<file path="config.mk">
export PLATFORM = sky130hd
export DESIGN_NAME = axi_lite_translator
export DESIGN_NICKNAME = d
export VERILOG_FILES = /design/src/hdl/axi_xlat_pkg.sv /design/src/hdl/axi_addr_adapter.sv /design/src/hdl/axi_wdata_adapter.sv /design/src/hdl/axi_resp_adapter.sv /design/src/hdl/axi_lite_translator.sv
export SDC_FILE = /design/constraint.sdc
export NUM_CORES = 1
export LEC_CHECK = 0
export BUFFER_PORTS_ARGS = -buffer_cell sky130_fd_sc_hd__buf_4
export CELL_PAD_IN_SITES_DETAIL_PLACEMENT = 1
export CELL_PAD_IN_SITES_GLOBAL_PLACEMENT = 1
export CORE_AREA = 5 5 152 154
export DETAILED_ROUTE_END_ITERATION = 16
export DIE_AREA = 0 0 157 159
export PLACE_DENSITY = 0.65
export REMOVE_ABC_BUFFERS = 1
export SLEW_MARGIN = 20
export SYNTH_ARGS = -nofsm -noshare
export SYNTH_HDL_FRONTEND = slang
export SYNTH_SLANG_ARGS = --single-unit
</file>
<file path="constraint.sdc">
create_clock -name vclk -period 3.2
set_input_delay 0.64 -clock vclk [all_inputs]
set_output_delay 0.64 -clock vclk [all_outputs]
set_load 0.01 [all_outputs]
</file>
<file path="src/hdl/axi_xlat_pkg.sv">
/*
 * AXI translator package
 * Bus widths, field types, channel structs, AXI encodings and the
 * byte-level odd parity functions shared by the Lite to AXI4 translator.
 */
package axi_xlat_pkg;

    // --------------------
    // Bus widths
    // --------------------
    localparam int addr_width    = 32;
    localparam int data_width    = 32;
    localparam int strb_width    = data_width / 8;
    localparam int addrchk_width = (addr_width + 7) / 8;
    localparam int id_width      = 8;

    // Field types
    typedef logic [addr_width-1:0]    addr_t;
    typedef logic [data_width-1:0]    data_t;
    typedef logic [strb_width-1:0]    strb_t;
    typedef logic [addrchk_width-1:0] addrchk_t;
    typedef logic [strb_width-1:0]    datachk_t;
    typedef logic [id_width-1:0]      id_t;
    typedef logic [2:0]               prot_t;
    typedef logic [1:0]               resp_t;
    typedef logic [7:0]               len_t;
    typedef logic [2:0]               size_t;
    typedef logic [1:0]               burst_t;
    typedef logic [3:0]               cache_t;
    typedef logic [3:0]               qos_t;
    typedef logic [3:0]               region_t;

    // --------------------
    // AXI encodings
    // --------------------
    // Size of a full-width beat, log2 of the byte count
    localparam size_t  burst_size_default = size_t'($clog2(strb_width));
    localparam burst_t burst_incr         = 2'b01;
    localparam resp_t  resp_okay          = 2'b00;

    // --------------------
    // Channel structs
    // --------------------
    // Address channel as the Lite manager presents it
    typedef struct packed {
        addr_t    addr;
        prot_t    prot;
        addrchk_t addrchk;
    } lite_addr_t;

    // Complete AXI4 address channel
    typedef struct packed {
        id_t      id;
        addr_t    addr;
        len_t     len;
        size_t    size;
        burst_t   burst;
        logic     lock;
        cache_t   cache;
        prot_t    prot;
        qos_t     qos;
        region_t  region;
        addrchk_t addrchk;
    } full_addr_t;

    typedef struct packed {
        data_t data;
        strb_t strb;
    } lite_wdata_t;

    typedef struct packed {
        data_t    data;
        strb_t    strb;
        logic     last;
        datachk_t datachk;
    } full_wdata_t;

    // Read data beat, same layout on both sides
    typedef struct packed {
        data_t data;
        resp_t resp;
        logic  last;
    } rdata_t;

    // --------------------
    // Parity functions
    // --------------------
    // One odd parity bit per data byte
    function automatic datachk_t byte_parity(input data_t data);
        datachk_t chk;
        for (int i = 0; i < strb_width; i++) begin
            chk[i] = ~(^data[i*8 +: 8]);
        end
        return chk;
    endfunction

    // Same per-byte odd parity over the address, top byte zero padded
    function automatic addrchk_t addr_parity(input addr_t addr);
        logic [addrchk_width*8-1:0] padded;
        addrchk_t                   chk;
        padded                 = '0;
        padded[addr_width-1:0] = addr;
        for (int i = 0; i < addrchk_width; i++) begin
            chk[i] = ~(^padded[i*8 +: 8]);
        end
        return chk;
    endfunction

endpackage

</file>
<file path="src/hdl/axi_addr_adapter.sv">
/*
 * Address channel adapter
 * Expands a Lite address beat into a complete AXI4 address beat and
 * regenerates the address parity, carrying any entry error onward.
 */
module axi_addr_adapter (
    input  logic                     aclk,
    input  logic                     reset,
    input  axi_xlat_pkg::lite_addr_t lite,
    input  logic                     valid,
    output axi_xlat_pkg::full_addr_t full,
    output logic                     parity_err
);

    // Parity the address should carry if it arrived intact
    axi_xlat_pkg::addrchk_t expected_chk;

    // --------------------
    // Parity check
    // --------------------
    assign expected_chk = axi_xlat_pkg::addr_parity(lite.addr);
    assign parity_err   = (lite.addrchk != expected_chk);

    // --------------------
    // Field expansion
    // --------------------
    always_comb begin
        // Lite carries no ID, a single beat per transfer
        full.id     = '0;
        full.len    = '0;
        full.size   = axi_xlat_pkg::burst_size_default;
        full.burst  = axi_xlat_pkg::burst_incr;

        // Normal access, non-bufferable, no QoS or region
        full.lock   = 1'b0;
        full.cache  = '0;
        full.qos    = '0;
        full.region = '0;

        full.addr   = lite.addr;
        full.prot   = lite.prot;

        // Poisoned parity on the way out so the error is not masked
        if (parity_err) begin
            full.addrchk = ~expected_chk;
        end else begin
            full.addrchk = expected_chk;
        end
    end

    // --------------------
    // Assertions
    // --------------------
    // The subordinate must never see a burst from this port
    len_single_beat: assert property (
        @(posedge aclk) disable iff (reset)
        valid |-> (full.len == '0)
    ) else $error("address beat issued with len %0h", full.len);

endmodule

</file>
<file path="src/hdl/axi_wdata_adapter.sv">
/*
 * Write data adapter
 * Completes the write data channel with a forced WLAST and
 * generated per-byte odd data parity.
 */
module axi_wdata_adapter (
    input  logic                      aclk,
    input  logic                      reset,
    input  axi_xlat_pkg::lite_wdata_t lite,
    input  logic                      valid,
    output axi_xlat_pkg::full_wdata_t full
);

    // --------------------
    // Data path
    // --------------------
    always_comb begin
        full.data    = lite.data;
        full.strb    = lite.strb;

        // Every Lite write is one beat, so it is always the last
        full.last    = 1'b1;

        // Manager has no data check bits, build them here
        full.datachk = axi_xlat_pkg::byte_parity(lite.data);
    end

    // --------------------
    // Assertions
    // --------------------
    wlast_on_valid: assert property (
        @(posedge aclk) disable iff (reset)
        valid |-> full.last
    ) else $error("write beat issued without wlast");

endmodule

</file>
<file path="src/hdl/axi_resp_adapter.sv">
/*
 * Response adapter
 * Returns write responses and read data to the Lite manager,
 * closing each read beat and generating read data parity.
 */
module axi_resp_adapter (
    input  logic                   aclk,
    input  logic                   reset,
    input  axi_xlat_pkg::rdata_t   m0_rdata,
    input  logic                   m0_rvalid,
    input  axi_xlat_pkg::resp_t    m0_bresp,
    output axi_xlat_pkg::rdata_t   s0_rdata,
    output axi_xlat_pkg::datachk_t s0_rdatachk,
    output axi_xlat_pkg::resp_t    s0_bresp
);

    // --------------------
    // Write response
    // --------------------
    // Response code goes back unchanged, the m0 ID is dropped
    assign s0_bresp = m0_bresp;

    // --------------------
    // Read data
    // --------------------
    always_comb begin
        s0_rdata.data = m0_rdata.data;
        s0_rdata.resp = m0_rdata.resp;

        // Lite reads are single beats
        s0_rdata.last = 1'b1;
    end

    // Subordinate supplies no data parity, so generate it from the beat
    assign s0_rdatachk = axi_xlat_pkg::byte_parity(m0_rdata.data);

    // --------------------
    // Assertions
    // --------------------
    // Only len zero reads go out on m0, so any returning beat must be
    // the last one of its burst
    m0_rlast_single: assert property (
        @(posedge aclk) disable iff (reset)
        m0_rvalid |-> m0_rdata.last
    ) else $error("m0 read beat returned without rlast");

endmodule

</file>
<file path="src/hdl/axi_lite_translator.sv">
/*
 * AXI4-Lite to AXI4 translator
 * Joins the address, write data and response adapters between a Lite
 * manager on s0 and a full AXI4 subordinate on m0. No pipeline stages.
 */
module axi_lite_translator (
    input  logic                      aclk,
    input  logic                      reset,

    // --------------------
    // Lite manager side
    // --------------------
    input  axi_xlat_pkg::lite_addr_t  s0_aw,
    input  logic                      s0_awvalid,
    output logic                      s0_awready,

    input  axi_xlat_pkg::lite_addr_t  s0_ar,
    input  logic                      s0_arvalid,
    output logic                      s0_arready,

    input  axi_xlat_pkg::lite_wdata_t s0_w,
    input  logic                      s0_wvalid,
    output logic                      s0_wready,

    output axi_xlat_pkg::resp_t       s0_bresp,
    output logic                      s0_bvalid,
    input  logic                      s0_bready,

    output axi_xlat_pkg::rdata_t      s0_rdata,
    output axi_xlat_pkg::datachk_t    s0_rdatachk,
    output logic                      s0_rvalid,
    input  logic                      s0_rready,

    // --------------------
    // AXI4 subordinate side
    // --------------------
    output axi_xlat_pkg::full_addr_t  m0_aw,
    output logic                      m0_awvalid,
    input  logic                      m0_awready,

    output axi_xlat_pkg::full_addr_t  m0_ar,
    output logic                      m0_arvalid,
    input  logic                      m0_arready,

    output axi_xlat_pkg::full_wdata_t m0_w,
    output logic                      m0_wvalid,
    input  logic                      m0_wready,

    input  axi_xlat_pkg::resp_t       m0_bresp,
    input  logic                      m0_bvalid,
    output logic                      m0_bready,

    input  axi_xlat_pkg::rdata_t      m0_rdata,
    input  logic                      m0_rvalid,
    output logic                      m0_rready,

    // Address parity errors seen on entry
    output logic                      aw_parity_err,
    output logic                      ar_parity_err
);

    // Handshakes pass straight across, valid forward and ready back
    assign m0_awvalid = s0_awvalid;
    assign s0_awready = m0_awready;
    assign m0_arvalid = s0_arvalid;
    assign s0_arready = m0_arready;
    assign m0_wvalid  = s0_wvalid;
    assign s0_wready  = m0_wready;
    assign s0_bvalid  = m0_bvalid;
    assign m0_bready  = s0_bready;
    assign s0_rvalid  = m0_rvalid;
    assign m0_rready  = s0_rready;

    // --------------------
    // Address channels
    // --------------------
    axi_addr_adapter aw_adapter (
        .aclk       (aclk),
        .reset      (reset),
        .lite       (s0_aw),
        .valid      (s0_awvalid),
        .full       (m0_aw),
        .parity_err (aw_parity_err)
    );

    axi_addr_adapter ar_adapter (
        .aclk       (aclk),
        .reset      (reset),
        .lite       (s0_ar),
        .valid      (s0_arvalid),
        .full       (m0_ar),
        .parity_err (ar_parity_err)
    );

    // --------------------
    // Write data
    // --------------------
    axi_wdata_adapter wdata_adapter (
        .aclk  (aclk),
        .reset (reset),
        .lite  (s0_w),
        .valid (s0_wvalid),
        .full  (m0_w)
    );

    // --------------------
    // Responses
    // --------------------
    axi_resp_adapter resp_adapter (
        .aclk        (aclk),
        .reset       (reset),
        .m0_rdata    (m0_rdata),
        .m0_rvalid   (m0_rvalid),
        .m0_bresp    (m0_bresp),
        .s0_rdata    (s0_rdata),
        .s0_rdatachk (s0_rdatachk),
        .s0_bresp    (s0_bresp)
    );

endmodule

</file>
==> results.yml, run 1 <==
detailed_routing:
  drtIter0Drc: 14
  drt-met1-wl_mm: 2.76
  wl_met2_mm: 5.30
  via_per_inst: 2.93
  first_pass_iters: 2
  wl_met3_mm: 1.33
  routedWlPerCell_um: 12.3
  remaining_drc_errors: 0
  finalWirelength_mm: 9.40
  vias: 2246
  ant_nets: 0
  top_layer: "met4"
worst_setup_path:
  cp-start-kind: "primary input"
  arrival_ns: 2.40
  crit_fanout: 5
  path_class: "primary input to output pin"
  cp-end-kind: "output pin"
  critPathRequiredTime_ns: 2.56
min_path:
  min_path_type: "primary input to output pin"
final_layout:
  n_sequential_cell: 0
  syn_to_final_growth_pct: 36.5
  nClkBuffers: 0
  nFillCells: 2650
  multiInputGateArea_sq_um: 1540
  final_core_util: 0.187
  layout-drive-gt1-share: 0.589
  insertedDiodeCount: 0
  seq_area_sq_um: 0
  nNetsFinal: 652
timing:
  setup_violations: 0
  period_needed_ns: 3.04
  rsz0062_at_grt: "no"
  fin_crit_sh: 0.949
  fmax_ghz: 0.329
  setup-tns-final_ns: 0
  hold_violations: 0
  drv_slew: 0
placement:
  dpl.hpwl_mm: 9.10
  place_congestion: 0.701
  placement.io_buffers: 282
grt:
  antenna_found_initial: 0
  grt_pass1_vias: 2530
  grt_max_degree: 6
  grt_first_pass_wirelength_mm: 13.0
  grt-ovfl-total: 0
  track_usage: 0.0633
power:
  power.density_nw_per_um2: 275
  p_total_w: 0.00111
  p_leak_nw: 1.97
  peakVddDrop_mv: 0.0959
die:
  die_area_sq_um: 25000
  die_x_um: 157
  start_util: 0.137
  core_sq_um: 21600
  rows: 54
  fp.dieH_um: 159
  io_pins: 403
synth:
  ys_types: 6
  synth_cells: 356
  yosys_warnings: 0
  netlist_area_sq_um: 2960
  synth-seq-area-share: 0
  avgSynthCellArea_sq_um: 8.30
run_status:
  outcome: "complete, no violations"
flow_run:
  maxCapViolCount: 0
clock_network:
  ctsHoldBuffers: 0
  postCtsSetupRepairBufs: 0
  cts-resized-gates: 0
==> final cells by class <==
class	instances	area share
repair buffers	285	0.530
multi-input cells	200	0.381
well taps	280	0.0868
inverters	2	0.00186
==> through the flow <==
stage / hold WS (ns) / worst slack [ns] / instances / area [sq um]
6_report: 1.28 / 0.164 / 767 / 4030
5_1_grt: 1.28 / 0.0520 / 767 / 4030
4_1_cts: 1.28 / 0.0996 / 767 / 4030
3_5_place_dp: 1.28 / 0.112 / 767 / 4030
3_3_place_gp: 1.28 / 0.102 / 767 / 4030
2_1_floorplan: 1.28 / 0.501 / 202 / 1540
==> Yosys cell counts <==
library cell | n | area (sq um)
xnor2_1 | 120 | 1050
xnor3_1 | 8 | 180
buf_4 | 222 | 1670
conb_1 | 2 | 7.51
inv_1 | 2 | 7.51
nor4_4 | 2 | 42.5
==> placed cells by master, fill, tap and decap left out <==
| cell type | n |
|---|---|
| buf_4 | 285 |
| xnor2_1 | 120 |
| conb_1 | 70 |
| xnor3_1 | 8 |
| nor4_4 | 2 |
| inv_1 | 2 |
==> critical path, cell delays in order <==
cell	delay, ns
buf_4	0.12
xnor2_1	0.14
xnor2_1	0.29
xnor3_1	0.42
nor4_4	0.48
xnor2_1	0.17
buf_4	0.14
==> kinds of logic (layout without fill, tap and decap cells) <==
logic type | count (synthesis) | after routing | synth area share
buffers and inverters | 224 | 287 | 0.566
xor gates and xnor gates | 128 | 128 | 0.417
other | 2 | 70 | 0.00254
and+or+nand+nor | 2 | 2 | 0.0144
==> final timing paths <==
path	from	to	slack, ns	cells after the start
worst max-delay path	s0_aw[34]	m0_aw[0]	0.16	7
worst min-delay path	s0_ar[5]	m0_ar[13]	1.28	0
==> report_power, final <==
part	internal [W]	switching, W	total, W
registers	0	0	0
clock network	0	0	0
logic	0.000615	0.000496	0.00111
==> layer usage <==
metal | track usage | vias to the layer above
met5 | 0 | -
li1 | - | 1051
met3 | 0.0247 | 2
met1 | 0.0587 | 994
met4 | 0.000789 | 0
met2 | 0.133 | 199
(Power assumes the default switching activity.)
==> run 2, diff against run 1 <==
--- a/config.mk
+++ b/config.mk
@@ -11,7 +11,7 @@
 export CORE_AREA = 5 5 152 154
 export DETAILED_ROUTE_END_ITERATION = 16
 export DIE_AREA = 0 0 157 159
-export PLACE_DENSITY = 0.65
+export PLACE_DENSITY_LB_ADDON = 0.1
 export REMOVE_ABC_BUFFERS = 1
 export SLEW_MARGIN = 20
 export SYNTH_ARGS = -nofsm -noshare
==> results.yml, run 2 (same netlist as run 1, synthesis figures left out) <==
die:
  fp.dieH_um: 159
  rows: 54
  die_x_um: 157
  core_sq_um: 21600
  die_area_sq_um: 25000
  io_pins: 403
  start_util: 0.137
placement:
  post-place-cells: 767
  placement.io_buffers: 282
  dpl.hpwl_mm: 11.0
  place_congestion: 0.693
  detailed_place.area_sq_um: 4030
min_path:
  hold_path_depth: 0
  min_path_type: "primary input to output pin"
final_layout:
  nClkBuffers: 0
  layout.cells.non_filler: 767
  layout_common_cells: "buf_4 (285), xnor2_1 (119), conb_1 (70), xnor3_1 (8)"
  postLayoutCellArea_sq_um: 4040
  nNetsFinal: 652
  final_core_util: 0.188
  layout-drive-gt1-share: 0.591
  syn_to_final_growth_pct: 36.7
  insertedDiodeCount: 0
  layout_commonest_cell: "buf_4"
  seq_area_sq_um: 0
  n_sequential_cell: 0
timing:
  setup-tns-final_ns: 0
  drv_slew: 0
  hold_violations: 0
  setup_violations: 0
  fin_crit_sh: 0.952
  fmax_ghz: 0.328
  rsz0062_at_grt: "no"
  period_needed_ns: 3.05
grt:
  antenna_found_initial: 0
  grt_first_pass_wirelength_mm: 15.5
  grt_max_degree: 6
  track_usage: 0.0802
  grt_pass1_vias: 2613
  grt-ovfl-total: 0
detailed_routing:
  via_per_inst: 2.97
  ant_nets: 0
  finalWirelength_mm: 11.3
  remaining_drc_errors: 0
  routedWlPerCell_um: 14.8
  drtIter0Drc: 41
  vias: 2275
  first_pass_iters: 4
worst_setup_path:
  arrival_ns: 2.41
  cp-end-kind: "output pin"
  critPathRequiredTime_ns: 2.56
  crit_fanout: 4
  cp-start-kind: "primary input"
  path_class: "primary input to output pin"
clock_network:
  postCtsSetupRepairBufs: 0
  cts-resized-gates: 1
  ctsHoldBuffers: 0
power:
  power.density_nw_per_um2: 279
  p_leak_nw: 1.98
  peakVddDrop_mv: 0.0727
run_status:
  outcome: "complete, no violations"
flow_run:
  maxCapViolCount: 0
[run 2: cell counts in the layout (fill, tap and decap cells not counted)]
Identical to the previous run, type by type.
[run 2: power breakdown]
group,internal (W),total [W],switching (W),leakage [nW]
sequential,0,0,0,0
combinational,0.000618,0.00113,0.000510,1.98
clock,0,0,0,0
total,0.000618,0.00113,0.000510,1.98
[run 2: final cells by class]
type / instances / area [sq um]
Fill cell: 2618 / 17500
Inverter: 2 / 7.51
Tap cell: 280 / 350
Multi-Input combinational cell: 200 / 1540
Timing Repair Buffer: 285 / 2140
[run 2: path summary, 6_finish.rpt]
check | startpoint | to | slack [ns]
setup / recovery | s0_aw[34] | m0_aw[1] | 0.15
hold / removal | m0_bvalid | s0_bvalid | 1.28
[run 2: critical path, stage by stage]
cell,delay (ns)
buf_4,0.12
xnor2_1,0.13
xnor2_1,0.31
xnor3_1,0.43
nor4_4,0.32
buf_4,0.19
xnor2_1,0.12
buf_4,0.14
[run 2: stage by stage]
step / power [W] / setup slack, ns / hold slack [ns]
after floorplan: 0.000526 / 0.501 / 1.28
after global placement: 0.00116 / 0.0115 / 1.28
after detailed placement: 0.00116 / -0.0103 / 1.28
after CTS: 0.00117 / 0.102 / 1.28
after global routing: 0.00123 / 0.0133 / 1.28
final: 0.00113 / 0.153 / 1.28
[run 2: metal layers]
metal  vias to the layer above  share of wire  GRT usage
met5                         -         0.0096     0.0317
met4                         2              0          0
met3                         2           0.18     0.0527
met2                       223           0.52      0.156
met1                       997           0.28     0.0704
li1                       1051              -          -
